$ cat config.mk
export PLATFORM = sky130hd
export DESIGN_NAME = hilo_unit
export DESIGN_NICKNAME = d
export VERILOG_FILES = /design/src/hw/exe_pkg.sv /design/src/hw/hilo_unit.sv
export VERILOG_INCLUDE_DIRS = /design/src /design/src/hw
export SDC_FILE = /design/constraint.sdc
export NUM_CORES = 2
export LEC_CHECK = 0
export BUFFER_PORTS_ARGS = -buffer_cell sky130_fd_sc_hd__buf_2
export CAP_MARGIN = 20
export CORE_UTILIZATION = 60
export DETAILED_ROUTE_END_ITERATION = 10
export HOLD_SLACK_MARGIN = 0.15
export PLACE_DENSITY = 0.77
export SLEW_MARGIN = 20
export SYNTH_ARGS = -nofsm -noshare
export SYNTH_HDL_FRONTEND = slang
export SYNTH_SLANG_ARGS = --single-unit
$ cat constraint.sdc
create_clock -name clk -period 12.8 [get_ports clk]
set_input_delay 2.56 -clock clk [delete_from_list [all_inputs] [get_ports clk]]
set_output_delay 2.56 -clock clk [all_outputs]
set_load 0.02 [all_outputs]
$ cat src/hw/exe_defs.svh
`ifndef EXE_DEFS_SVH
`define EXE_DEFS_SVH

// data path width
`define WORD_W 32

// register file index
`define REG_IDX_W 5

// immediate field of an I-type instruction
`define IMM_W 16

// one strobe bit per byte lane
`define STRB_W 4

// shift amount sits in imm[10:6]
`define SA_LSB 6
`define SA_MSB 10

`endif

$ cat src/hw/exe_pkg.sv
`include "exe_defs.svh"

package exe_pkg;

    typedef logic [`WORD_W-1:0]    word_t;
    typedef logic [`REG_IDX_W-1:0] reg_idx_t;
    typedef logic [`IMM_W-1:0]     imm_t;
    typedef logic [`STRB_W-1:0]    strb_t;
    typedef logic [1:0]            acc_size_t; // 0 byte, 1 half, 2 word

    typedef enum logic [3:0] {
        alu_add, alu_sub, alu_slt, alu_sltu,
        alu_and, alu_nor, alu_or,  alu_xor,
        alu_sll, alu_srl, alu_sra, alu_lui
    } alu_op_e;

    // left/right cover swl/lwl and swr/lwr
    typedef enum logic [2:0] {
        mem_none, mem_word, mem_half, mem_byte, mem_left, mem_right
    } mem_width_e;

    typedef enum logic [2:0] {
        hilo_none, hilo_mult, hilo_multu, hilo_mthi, hilo_mtlo, hilo_mfhi, hilo_mflo
    } hilo_op_e;

    typedef struct packed {
        alu_op_e    alu_op;
        logic       src1_is_sa;
        logic       src1_is_pc;
        logic       src2_is_imm;
        logic       src2_is_8;
        logic       of_check;   // add/addi/sub trap on overflow
        logic       gpr_we;
        logic       mem_re;
        logic       mem_we;
        mem_width_e mem_width;
        hilo_op_e   hilo_op;
        reg_idx_t   dest;
        imm_t       imm;
        word_t      rs_value;
        word_t      rt_value;
        word_t      pc;
    } ds_to_es_t;

    typedef struct packed {
        word_t      result;
        reg_idx_t   dest;
        logic       gpr_we;
        logic       mem_re;
        mem_width_e mem_width;
        logic [1:0] addr_lo;    // load byte select in mem stage
        word_t      rt_value;
        word_t      pc;
        logic       exc_of;
        logic       exc_adel;
        logic       exc_ades;
    } es_to_ms_t;

    typedef struct packed {
        logic     active;
        logic     res_valid;  // low while a load result is pending
        reg_idx_t dest;
        word_t    result;
    } es_fwd_t;

    typedef struct packed {
        logic      wr;
        acc_size_t size;
        word_t     addr;
        strb_t     wstrb;
        word_t     wdata;
    } data_req_t;

endpackage

$ cat src/hw/hilo_unit.sv
`timescale 1ns/1ps

module hilo_unit import exe_pkg::*; (
    input  logic     clk,
    input  logic     reset,
    input  hilo_op_e hilo_op_i,
    input  word_t    src1_i,
    input  word_t    src2_i,
    input  word_t    rs_value_i,
    input  logic     commit_i,
    output word_t    hilo_read_o,
    output logic     is_hilo_read_o
);

    word_t       hi;
    word_t       lo;
    logic        is_signed;
    logic [32:0] mul_a;
    logic [32:0] mul_b;
    logic [65:0] product;

    // one 33-bit signed multiplier serves both mult and multu
    assign is_signed = (hilo_op_i == hilo_mult);
    assign mul_a     = {is_signed & src1_i[31], src1_i};
    assign mul_b     = {is_signed & src2_i[31], src2_i};
    assign product   = $signed(mul_a) * $signed(mul_b);

    always_ff @(posedge clk) begin
        if (reset) begin
            hi <= '0;
            lo <= '0;
        end else if (commit_i) begin
            case (hilo_op_i)
                hilo_mult, hilo_multu: begin
                    hi <= product[63:32];
                    lo <= product[31:0];
                end
                hilo_mthi: hi <= rs_value_i;
                hilo_mtlo: lo <= rs_value_i;
                default: ;                     // mfhi/mflo only read
            endcase
        end
    end

    assign is_hilo_read_o = (hilo_op_i == hilo_mfhi) | (hilo_op_i == hilo_mflo);
    assign hilo_read_o    = (hilo_op_i == hilo_mfhi) ? hi
                          : (hilo_op_i == hilo_mflo) ? lo
                          : '0;

    // the stage only commits instructions that touch HI/LO
    commit_needs_op: assert property (
        @(posedge clk) disable iff (reset)
        commit_i |-> (hilo_op_i != hilo_none)
    );

endmodule

# Yosys cells after proc, flatten, opt, wreduce, memory -nomap -nowiden
# Index checks and enable logic that the tools add are counted.
# totals
register_bits	64
latchBits	0
mem_bits_rw	0
rom_bits	0
in_bits	102
out_inout_bits	33
wordCells	21
n_memories	0
# classes
add_sub_neg	0
multipliers	1
div	0
order_cmp	0
eq_ne	6
shifts	0
n_mux	4
bitwise_logic	3
reduce_logical	5
# op_table
op	count
$pmux W32 S2	2
$mul A33 B33 Y64	1
$mux W32	2
$eq A3 B3 Y1 const B	3
$eq A3 B2 Y1 const B	2
$reduce_and A2 Y1	2
$reduce_bool A2 Y1	2
$eq A3 B1 Y1 const B	1
$and A1 B1 Y1	2
$reduce_or A2 Y1	1
$or A1 B1 Y1	1

# Longest topological paths before layout
# logic_depth
ltp_word	4
ltp_mapped	31
ltp_nobuf	28

# Worst setup path before layout
# OpenSTA, ideal clock, no wires.
# synth_path
path_kind	in2reg
startpoint	in hilo_op_i[2]
endpoint	reg hi[31]
setup_ns	0.070
arrival_ns	10.551
t_required_ns	12.730
slack_ns	2.179
stages	31
n_path_buf	3
path_cell_list	clkbuf_1 nor3b_1 and2_1 clkbuf_1 nand2_1 inv_1 fa_1 inv_1 fa_1 inv_1 fa_1 fa_1 inv_1 fa_1 inv_1 fa_1 inv_1 fa_1 fa_1 inv_1 ha_1 clkbuf_1 a21o_1 a21oi_1 o311a_1 o31ai_1 a221o_1 or3_1 o21a_1 o21a_1 a21oi_1
# synth_between
elab_chain_len	4
word_cells_on_any_way	10
classes_between	mul: 1; eq/ne: 3; mux: 1; bitwise: 2; reduce/logical: 3
# synth_rtl
item	line	source
start: declaration	hilo_unit.sv:6	input hilo_op_e hilo_op_i,
$eq A3 B1 Y1 / $eq A3 B2 Y1 (equally long branches)	hilo_unit.sv:23, hilo_unit.sv:33	
$and A1 B1 Y1 (tied with other cells)	hilo_unit.sv:24	assign mul_a = {is_signed & src1_i[31], src1_i};
$mul A33 B33 Y64 / $reduce_bool A2 Y1 (equally long branches)	--	
$pmux W32 S2 / $reduce_and A2 Y1 (equally long branches)	--	
end signal: assignment	hilo_unit.sv:35	hi <= product[63:32];
end signal: assignment	hilo_unit.sv:38	hilo_mthi: hi <= rs_value_i;
end: declaration	hilo_unit.sv:15	word_t hi;
# Several ways; a longest one is shown, not always the timed one.
# A chain may end at the register's enable or synchronous reset.

# Worst setup path in the final report
# Ends and elaborated chain as after synthesis.

==> summary.txt <==
Run
  – Max cap viols: 0

Route
  – Routed WL per cell: 21.47 um
  – Pre-antenna DRT Iters: 6
  – DRT antenna net count: 0
  – Vias post-DR: 31930
  – Iter 0 DRT Violations: 2795
  – DR DRC count: 0
  – Final WL: 117300 um
  – Vias/cell: 5.842

Placement
  – DPL Wire Length: 92380 um
  – Number of port buffers: 134
  – GPL Wtd Cong: 0.9454

Setup path
  – CP max stage delay: 840 ps
  – Worst-path fanout max: 13
  – Crit path top cell by count: fa_1
  – Startpoint Class: primary input
  – Crit-path slowest cell: fa_1
  – Crit. End Element: flop
  – Critical path class: in -> reg
  – Required @ worst endpoint: 13050 ps
  – Arrival time worst endpoint: 11390 ps

Global route
  – First-pass GRT wire length: 190700 um
  – Global Route Usage Sum: 35.46%
  – Largest net degree at the start of global routing: 54
  – Initial antenna violation count: 5
  – Vias in the first global route: 35080
  – Remaining Overflow, GRT: 0

Logic synthesis
  – Area leader, netlist: fa_1
  – Synth async-reset ratio: 0%
  – Register area share after synthesis: 3.105%
  – Synth warn: 0
  – Area share of the largest cell type after synthesis: 54.58%
  – Synth Register Bits: 64
  – Area contributors post-synth: fa_1 55%, inv_1 10%, nand2_1 7.9%, ha_1 6.4%, and2_1 4.4%
  – Mapped Avg Cell Area: 8.846 sq um
  – Post-synth EDFFs: 0
  – Synth cell types: 72
  – Syn nets: 6104
  – Ys flop type: dfxtp_1
  – Syn Std Cell Area: 41260 sq um
  – Mapped Cells: 4665

STA
  – Fin Clk Skew: 0 ps
  – Crit share post-route: 87.00%
  – Worst relative slew slack: 25.00%
  – # setup viols final: 0
  – Setup TNS: 0 ps
  – Hold Fails Final Rpt: 0
  – Worst Tran Pin Value: 1118 ps
  – Max Clock Freq: 0.08980 GHz
  – Worst hold slack: 470.5 ps
  – Tmin final: 11140 ps
  – Unrepaired setup endpoints after global routing: no
  – Slew Viols, Final: 0

Die
  – Starting density of the core: 61.01%
  – # rows: 95
  – Die Y-Extent: 264.3 um
  – I/O pin cnt: 135
  – Core Area: 67630 sq um
  – DIE AREA: 69830 sq um
  – Die W: 264.3 um

CTS
  – Setup Fix Bufs, Post-CTS: 0
  – Clock Sinks: 64
  – Num CTS Buffers: 9
  – CTS tree: done
  – Post-CTS sizing: 0
  – Hold Buf Count CTS: 0
  – CTS H-tree lvls: 3
  – Clock insertion delay at the later pin of the skew report: 330 ps
  – Deepest clock path buffer count: 2
  – CTS clk-pin slew, worst paths: 50 ps
  – Clock Tree Root: clkbuf_16

Finish
  – Commonest non-fill, non-tap cells in the layout: 1149 x inv_1, 1125 x fa_1, 868 x nand2_1
  – Area Growth Syn to Fin: 3.347%
  – Most common cell after layout, fill and taps aside: inv_1
  – Final Net Count: 6024
  – Layout cell share with drive strength beyond 1: 4.749%

Run status
  – Status: finished clean

Worst hold path
  – Hold crit path type: reg -> reg
## stage by stage
stage          cell area, sq um  utilization [%]  cells  worst slack [ps]
2_1_floorplan             41260                -   4665              2179
3_3_place_gp              42340            62.60   5447              1477
3_5_place_dp              42340            62.60   5447              1349
4_1_cts                   42640            63.05   5463              1667
5_1_grt                   42640            63.05   5463              1160
6_report                  42650            63.05   5465              1664
## cell families (layout without fill, tap and decap cells)
kind of cell | Yosys count | count (layout) | synth area share [%]
compound gates | 388 | 388 | 6.246
xor+xnor | 62 | 62 | 1.316
fa+ha+maj | 1337 | 1337 | 61.01
buf+inv | 1419 | 1344 | 12.95
flops | 64 | 64 | 3.105
mux | 6 | 6 | 0.1455
other cells | 0 | 2 | 0
simple gates | 1389 | 1389 | 15.23
## cell type report
class                      instances  area [sq um]
clock buffer                      13         260.3
multi-input combinational       3182         34650
sequential                        64          1281
inverter                        1150          4317
fill                            5633         24990
tap                              873          1092
antenna                            2         5.005
clock inverter                     3         40.04
timing repair buffer             178          1001
## cells in the mapped netlist, drive strengths merged, types with 10 or more instances
cell type and count:
and3 28, nand2 868, xnor2 41, fa 1125, and2 293, a22o 33
inv 1150, nand4 19, ha 212, or2 10, nand3 28, o21ai 73
clkbuf 263, xor2 21, a311oi 20, a31oi 18, a21o 36, dfxtp 64
o21bai 15, nor3 10, nor2 91, a21oi 124
## routing by layer
layer / track usage, % / share of wire (%)
met1: 46.00 / 37
met2: 56.98 / 47
met3: 6.655 / 10
met4: 18.60 / 6.3
met5: 0 / 0.036
## worst max-delay path, delay by kind of cell
kind            cells  cell delay, ps
buf+inv             8            1170
compound gates      8            1430
fa+ha+maj           9            4590
simple gates        4            1600
## path summary, 6_finish.rpt
path | start | endpoint | slack, ps | cells after the start
min reg2reg | lo[7] | lo[7] | 470 | 2
max reg2reg | hi[23] | hi[23] | 11870 | 3
max | hilo_op_i[2] | hi[31] | 1660 | 29
min | lo[7] | lo[7] | 470 | 2
## state kept, by name (all words and copies together), names as in the netlist
signal,count
hi,32
lo,32
Power is left out: the tool's default activity adds up to more than one toggle a clock period on the data nets, which glitch-free logic cannot reach.
