File: src/hw/exe_defs.svh
`ifndef EXE_DEFS_SVH
`define EXE_DEFS_SVH

// data path width
`define WORD_W 32

// register file index
`define REG_IDX_W 5

// immediate field of an I-type instruction
`define IMM_W 16

// one strobe bit per byte lane
`define STRB_W 4

// shift amount sits in imm[10:6]
`define SA_LSB 6
`define SA_MSB 10

`endif

File: src/hw/exe_pkg.sv
`include "exe_defs.svh"

package exe_pkg;

    typedef logic [`WORD_W-1:0]    word_t;
    typedef logic [`REG_IDX_W-1:0] reg_idx_t;
    typedef logic [`IMM_W-1:0]     imm_t;
    typedef logic [`STRB_W-1:0]    strb_t;
    typedef logic [1:0]            acc_size_t; // 0 byte, 1 half, 2 word

    typedef enum logic [3:0] {
        alu_add, alu_sub, alu_slt, alu_sltu,
        alu_and, alu_nor, alu_or,  alu_xor,
        alu_sll, alu_srl, alu_sra, alu_lui
    } alu_op_e;

    // left/right cover swl/lwl and swr/lwr
    typedef enum logic [2:0] {
        mem_none, mem_word, mem_half, mem_byte, mem_left, mem_right
    } mem_width_e;

    typedef enum logic [2:0] {
        hilo_none, hilo_mult, hilo_multu, hilo_mthi, hilo_mtlo, hilo_mfhi, hilo_mflo
    } hilo_op_e;

    typedef struct packed {
        alu_op_e    alu_op;
        logic       src1_is_sa;
        logic       src1_is_pc;
        logic       src2_is_imm;
        logic       src2_is_8;
        logic       of_check;   // add/addi/sub trap on overflow
        logic       gpr_we;
        logic       mem_re;
        logic       mem_we;
        mem_width_e mem_width;
        hilo_op_e   hilo_op;
        reg_idx_t   dest;
        imm_t       imm;
        word_t      rs_value;
        word_t      rt_value;
        word_t      pc;
    } ds_to_es_t;

    typedef struct packed {
        word_t      result;
        reg_idx_t   dest;
        logic       gpr_we;
        logic       mem_re;
        mem_width_e mem_width;
        logic [1:0] addr_lo;    // load byte select in mem stage
        word_t      rt_value;
        word_t      pc;
        logic       exc_of;
        logic       exc_adel;
        logic       exc_ades;
    } es_to_ms_t;

    typedef struct packed {
        logic     active;
        logic     res_valid;  // low while a load result is pending
        reg_idx_t dest;
        word_t    result;
    } es_fwd_t;

    typedef struct packed {
        logic      wr;
        acc_size_t size;
        word_t     addr;
        strb_t     wstrb;
        word_t     wdata;
    } data_req_t;

endpackage

File: src/hw/store_align.sv
`timescale 1ns/1ps

module store_align import exe_pkg::*; (
    input  mem_width_e mem_width_i,
    input  logic       mem_re_i,
    input  logic       mem_we_i,
    input  logic [1:0] addr_lo_i,
    input  word_t      rt_value_i,
    output strb_t      wstrb_o,
    output word_t      wdata_o,
    output acc_size_t  size_o,
    output logic       exc_adel_o,
    output logic       exc_ades_o
);

    logic [2:0] strb_cnt;
    logic       misaligned;

    always_comb begin
        case (mem_width_i)
            mem_byte: begin
                wstrb_o = strb_t'(1) << addr_lo_i;
                wdata_o = {4{rt_value_i[7:0]}};           // replicate to every lane
            end
            mem_half: begin
                wstrb_o = addr_lo_i[1] ? 4'b1100 : 4'b0011;
                wdata_o = {2{rt_value_i[15:0]}};
            end
            mem_word: begin
                wstrb_o = 4'b1111;
                wdata_o = rt_value_i;
            end
            mem_left: begin
                // swl writes the upper bytes of rt down to the address
                wstrb_o = 4'b1111 >> (2'd3 - addr_lo_i);
                wdata_o = rt_value_i >> {2'd3 - addr_lo_i, 3'b000};
            end
            mem_right: begin
                wstrb_o = 4'b1111 << addr_lo_i;
                wdata_o = rt_value_i << {addr_lo_i, 3'b000};
            end
            default: begin
                wstrb_o = '0;
                wdata_o = rt_value_i;
            end
        endcase
    end

    assign strb_cnt = 3'(wstrb_o[0]) + 3'(wstrb_o[1]) + 3'(wstrb_o[2]) + 3'(wstrb_o[3]);

    // three-byte swl/swr go out as word accesses
    assign size_o = (strb_cnt == 3'd1) ? 2'd0
                  : (strb_cnt == 3'd2) ? 2'd1
                  :                      2'd2;

    assign misaligned = (mem_width_i == mem_half) & addr_lo_i[0]
                      | (mem_width_i == mem_word) & (|addr_lo_i);

    assign exc_adel_o = mem_re_i & misaligned;
    assign exc_ades_o = mem_we_i & misaligned;

endmodule

File: config.mk
export PLATFORM = sky130hd
export DESIGN_NAME = store_align
export DESIGN_NICKNAME = d
export VERILOG_FILES = /design/src/hw/exe_pkg.sv /design/src/hw/store_align.sv
export VERILOG_INCLUDE_DIRS = /design/src /design/src/hw
export SDC_FILE = /design/constraint.sdc
export NUM_CORES = 1
export LEC_CHECK = 0
export BUFFER_PORTS_ARGS = -buffer_cell sky130_fd_sc_hd__buf_2
export CORE_MARGIN = 5
export CORE_UTILIZATION = 25
export DETAILED_ROUTE_END_ITERATION = 10
export GPL_ROUTABILITY_DRIVEN = 0
export SLEW_MARGIN = 20
export SYNTH_ARGS = -nofsm -noshare
export SYNTH_HDL_FRONTEND = slang
export SYNTH_SLANG_ARGS = --single-unit
File: constraint.sdc
create_clock -name vclk -period 2.65
set_input_delay 0 -clock vclk [all_inputs]
set_output_delay 0 -clock vclk [all_outputs]
set_load 0.03 [all_outputs]
# --- Word level (Yosys, flattened, before mapping) ---
# Cells that the tools add are included.
classes:
  reduce_logical: 1
  muxes: 5
  shift: 5
  eq_ne: 7
  n_bitwise: 5
  n_addsub: 4
op_table:
  columns: ["op", "count"]
  rows:
  - ["case mux 32 bit (4 select lines)", 1]
  - ["<< shifter 32 x 5 -> 32 bit", 1]
  - ["right shift 32 x 5 -> 32 bit", 1]
  - ["case mux 4 bit (5 select lines)", 1]
  - ["== test 3 x 2 -> 1 bit (second input constant)", 3]
  - ["== test 3 x 1 -> 1 bit (second input constant)", 2]
  - ["== test 3 bit (second input constant)", 2]
  - ["bitwise AND 1 bit", 4]
  - ["2-to-1 mux 2 bit", 2]
  - ["2-to-1 mux 4 bit", 1]
  - ["<< shifter 1 x 2 -> 4 bit (first input constant)", 1]
  - ["<< shifter 4 x 2 -> 4 bit (first input constant)", 1]
  - ["right shift 4 x 2 -> 4 bit (first input constant)", 1]
  - ["adder 2 x 1 -> 3 bit", 1]
  - ["adder 3 x 1 -> 3 bit", 1]
  - ["adder 1 x 1 -> 2 bit", 1]
  - ["OR reduction 2 bit", 1]
  - ["subtractor 2 bit (first input constant)", 1]
  - ["bitwise OR 1 bit", 1]
totals:
  out_inout_bits: 40
  elab_cells: 27
  ff_bits: 0
  input_bits: 39

# --- Longest topological paths before layout ---
depth:
  ltp_word: 9
  ltp_mapped: 11
  ltp_nobuf: 9

# --- Least setup slack after synthesis ---
# Ideal clock, no wire load.
synth_timing:
  path_kind: "input-to-output"
  startpoint: "input mem_width_i[0]"
  endpoint: "output size_o[0]"
  path_buffers: 2
  arrival_ns: 3.229
  path_slack_ns: -0.579
  stages: 9
  path_cell_list: "buf_6 > buf_4 > nand2_1 > a21oi_1 > a211oi_1 > fa_1 > ha_1 > ha_1 > nor3b_1"
synth_between:
  elab_chain_len: 8
synth_rtl:
  columns: ["element", "line_no", "rtl"]
  rows:
  - ["start: declaration", "store_align.sv:4", "input mem_width_e mem_width_i,"]
  - ["== test 3 bit (tied with other cells)", "store_align.sv:20", "case (mem_width_i)"]
  - ["case mux 4 bit (5 select lines) (*)", "store_align.sv:20", null]
  - ["named net wstrb_o[1]", "store_align.sv:9", "output strb_t wstrb_o,"]
  - ["adder 1 x 1 -> 2 bit (*)", "store_align.sv:49", "assign strb_cnt = 3'(wstrb_o[0]) + 3'(wstrb_o[1]) + 3'(wstrb_o[2]) + 3'(wstrb_o[3]);"]
  - ["adder 2 x 1 -> 3 bit (*)", "store_align.sv:49", null]
  - ["adder 3 x 1 -> 3 bit (*)", "store_align.sv:49", null]
  - ["== test 3 x 2 -> 1 bit", "store_align.sv:53", ": (strb_cnt == 3'd2) ? 2'd1"]
  - ["2-to-1 mux 2 bit", "store_align.sv:53", null]
  - ["2-to-1 mux 2 bit (*)", "store_align.sv:52", "assign size_o = (strb_cnt == 3'd1) ? 2'd0"]
  - ["end: declaration", "store_align.sv:11", "output acc_size_t size_o,"]
# Mark *: on every way through the listed nets, which the timed path passes. The rest lies on a longest branch.

# --- Worst setup path after layout ---
layout_timing:
  startpoint: "input mem_width_i[0]"
  endpoint: "output size_o[1]"
layout_between:
  elab_chain_len: 8
layout_rtl:
  columns: ["element", "line_no"]
  rows:
  - ["== test 3 bit (tied with other cells)", "store_align.sv:20"]
  - ["case mux 4 bit (5 select lines) (*)", "store_align.sv:20"]
  - ["adder 1 x 1 -> 2 bit", "store_align.sv:49"]
  - ["adder 2 x 1 -> 3 bit", "store_align.sv:49"]
  - ["adder 3 x 1 -> 3 bit (*)", "store_align.sv:49"]
  - ["== test 3 x 2 -> 1 bit", "store_align.sv:53"]
  - ["2-to-1 mux 2 bit", "store_align.sv:53"]
  - ["2-to-1 mux 2 bit (*)", "store_align.sv:52"]
# Mark *: on every way between the ends. The rest lies on a longest branch, timed or not.

==> flow_metrics.tcl <==
set metrics [dict create \
    clockPowerShare_pct 0 \
    hold_path.class "in2out" \
    groute.usage.overall_pct 15.51 \
    n_sequential_cell 0 \
    pre_cts_ws_ns 0.3545 \
    vias 2562 \
    rsz0062_at_grt "false" \
    finalSetupTns_ns 0 \
    grt_util_met3_pct 2.230 \
    drt_wl_total_um 7997 \
    synth_cell_types 43 \
    whs_endpoint "exc_adel_o" \
    p_leak_nw 1.082 \
    combPwrFrac_pct 100.0 \
    switching_share_pct 64.05 \
    drt_pass1_iterations 5 \
    drive_above_1_share_pct 35.40 \
    setup_viol 0 \
    antenna_found_initial 0 \
    antenna_cells 0 \
    synth-adder-area-share_pct 2.386 \
    synth-compound-area-share_pct 47.18 \
    gr-usage-met1_pct 21.52 \
    worst_path_largest_cell_delay_ns 0.46 \
    floorplan.initialDensity_pct 25.89 \
    min_from "mem_re_i" \
    fin_crit_ns 2.306 \
    status "complete, no violations" \
    antenna_left 0 \
    slowest_stage "fa_1" \
    core-area_um2 7292 \
    synthesis.area_um2 1888 \
    rows 31 \
    yosys.area_share.xor_xnor_pct 1.392 \
    cp_top_family "adder cells" \
    overflow 0 \
    max_freq_ghz 0.4336 \
    drt_drc_violations_left 0 \
    ys_warn_count 0 \
    p_switching_mw 0.4156 \
    ioPinCount 79 \
    cts_setup_buffers 0 \
    grt_pass1_vias 2400 \
    synth_fp_nets 317 \
    grt_max_degree 30 \
    grt.busiest_layer "met2" \
    path_cells "buf_2 -> inv_1 -> o21ai_0 -> a21oi_1 -> o22ai_2 -> fa_1 -> ha_1 -> ha_1 -> xor2_1 -> nand2b_1 -> buf_2" \
    finalHoldViolCount 0 \
    regArea_um2 0 \
    synthMuxAreaShare_pct 17.36 \
    worstSetupStartpointType "input pin" \
    syn_inst 275 \
    hold_buffers 0 \
    max_slew_margin_pct 60.14 \
    cp.depth 11 \
    tightest_slew_ns 0.5939 \
    seqPwrFrac_pct 0 \
    p_per_area_nw_per_um2 276.0 \
    yosysSeqAreaShare_pct 0 \
    holdPathStages 3 \
    period_share_pct 87.03 \
    grt_pass1_wl_um 12530 \
    cts_resized 0 \
    crit_buf_inv 3 \
    worstPathMaxFanout 19 \
    drtIter0Drc 191 \
    path_class "in2out" \
    wl_per_cell_um 18.26 \
    cp-end-kind "output pin" \
    synth_top_family_by_area "compound AO/OA/AOI/OAI gates" \
    area_growth_syn_to_layout_pct 24.52 \
    grtUsageMet2_pct 25.37 \
    fin_ws_ns 0.3437 \
    die_h_um 96.91 \
    internal-power_mw 0.2332 \
    drv_cap 0 \
    clkbuf_count 0 \
    cp_data_arrival_time_ns 2.31 \
    io_buffers 79 \
    drv_slew 0 \
    required_ns 2.65 \
    dp.final_hpwl_um 5733 \
    final_nets 383 \
    die-area_um2 9391 \
    synth-simple-area-share_pct 21.94 \
    syn_avg_cell_area_um2 6.866 \
    ir_drop_mv 0.1056 \
    viasPerCell 5.849 \
    fp.dieW_um 96.91 \
]
[routing by layer]
layer	up-vias	wire, um	share of wire (%)
met5	-	0	0
met3	10	630	7.9
met2	145	3660	46
met1	1199	3593	45
met4	0	112	1.4
li1	1208	-	-
[power by group through the flow]
stage          sequential (mW)  clock (mW)  combinational (mW)
6_report                     0           0               0.649
5_1_grt                      0           0               0.696
3_3_place_gp                 0           0               0.638
2_1_floorplan                0           0               0.460
4_1_cts                      0           0               0.648
3_5_place_dp                 0           0               0.645
[per-stage QoR]
stage | util, % | std cells | power (mW) | hold slack, ns | cell area, um^2
4_1_cts | 32.24 | 438 | 0.6479 | 0.3615 | 2351
3_3_place_gp | 32.24 | 438 | 0.6384 | 0.3531 | 2351
2_1_floorplan | - | 275 | 0.4600 | 0.2167 | 1911
3_5_place_dp | 32.24 | 438 | 0.6452 | 0.3615 | 2351
5_1_grt | 32.24 | 438 | 0.6956 | 0.3667 | 2351
6_report | 32.24 | 438 | 0.6488 | 0.3581 | 2351
[cell usage after synthesis, drive strengths merged]
library cell / number / area (um^2)
a211oi: 1 / 7.510
a21o: 3 / 22.52
a21oi: 35 / 178.9
a221o: 8 / 80.08
a22o: 7 / 61.31
a22oi: 8 / 60.06
and2: 9 / 56.30
and3: 1 / 6.260
and3b: 2 / 17.52
buf: 21 / 148.9
clkbuf: 7 / 27.52
fa: 1 / 20.02
ha: 2 / 25.02
inv: 2 / 7.510
mux2: 8 / 97.59
mux2i: 23 / 230.2
nand2: 21 / 78.83
nand2b: 3 / 18.77
nand3: 1 / 5.000
nand3b: 1 / 7.510
nand4b: 1 / 8.760
nor2: 27 / 103.9
nor2b: 13 / 81.33
nor3: 2 / 10.01
nor3b: 1 / 7.510
o211a: 2 / 20.02
o211ai: 1 / 7.510
o21ai: 19 / 95.09
o221a: 14 / 157.7
o221ai: 8 / 70.07
o22a: 7 / 61.31
o22ai: 11 / 68.82
or3: 2 / 12.51
xnor2: 1 / 8.760
xor2: 2 / 17.52
[worst min-delay path: stages]
cell and delay (ns):
buf_2 0.07, and2_1 0.10, buf_2 0.19
[how the worst max path moves through the flow]
stage,start,end,slack (ns)
final,mem_width_i[0],size_o[1],0.34
after global routing,mem_width_i[0],size_o[1],0.20
after CTS,mem_width_i[0],size_o[1],0.35
after detailed placement,mem_width_i[0],size_o[1],0.35
after global placement,mem_width_i[0],size_o[1],0.42
after floorplan,mem_width_i[1],size_o[0],0.11
[kinds of logic (layout without fill, tap and decap cells)]
kind of cell	Yosys count	in the layout
simple gates	84	84
mux	31	31
xor+xnor	3	3
buf+inv	30	94
compound gates	124	124
fa+ha+maj	3	3
[cells in the final DEF, fill, tap and decap left out, drive strengths merged, types with 9 or more instances in the layout]
cell type  count
a21oi         35
and2           9
buf           92
mux2i         23
nand2         21
nor2          27
nor2b         13
o21ai         19
o221a         14
o22ai         11
[final cells by class]
cell class	count	area (um^2)
fill	841	4941
multi-input combinational	245	1727
timing repair buffer	92	493.0
tap	99	123.9
inverter	2	7.507
(Power assumes the default switching activity.)
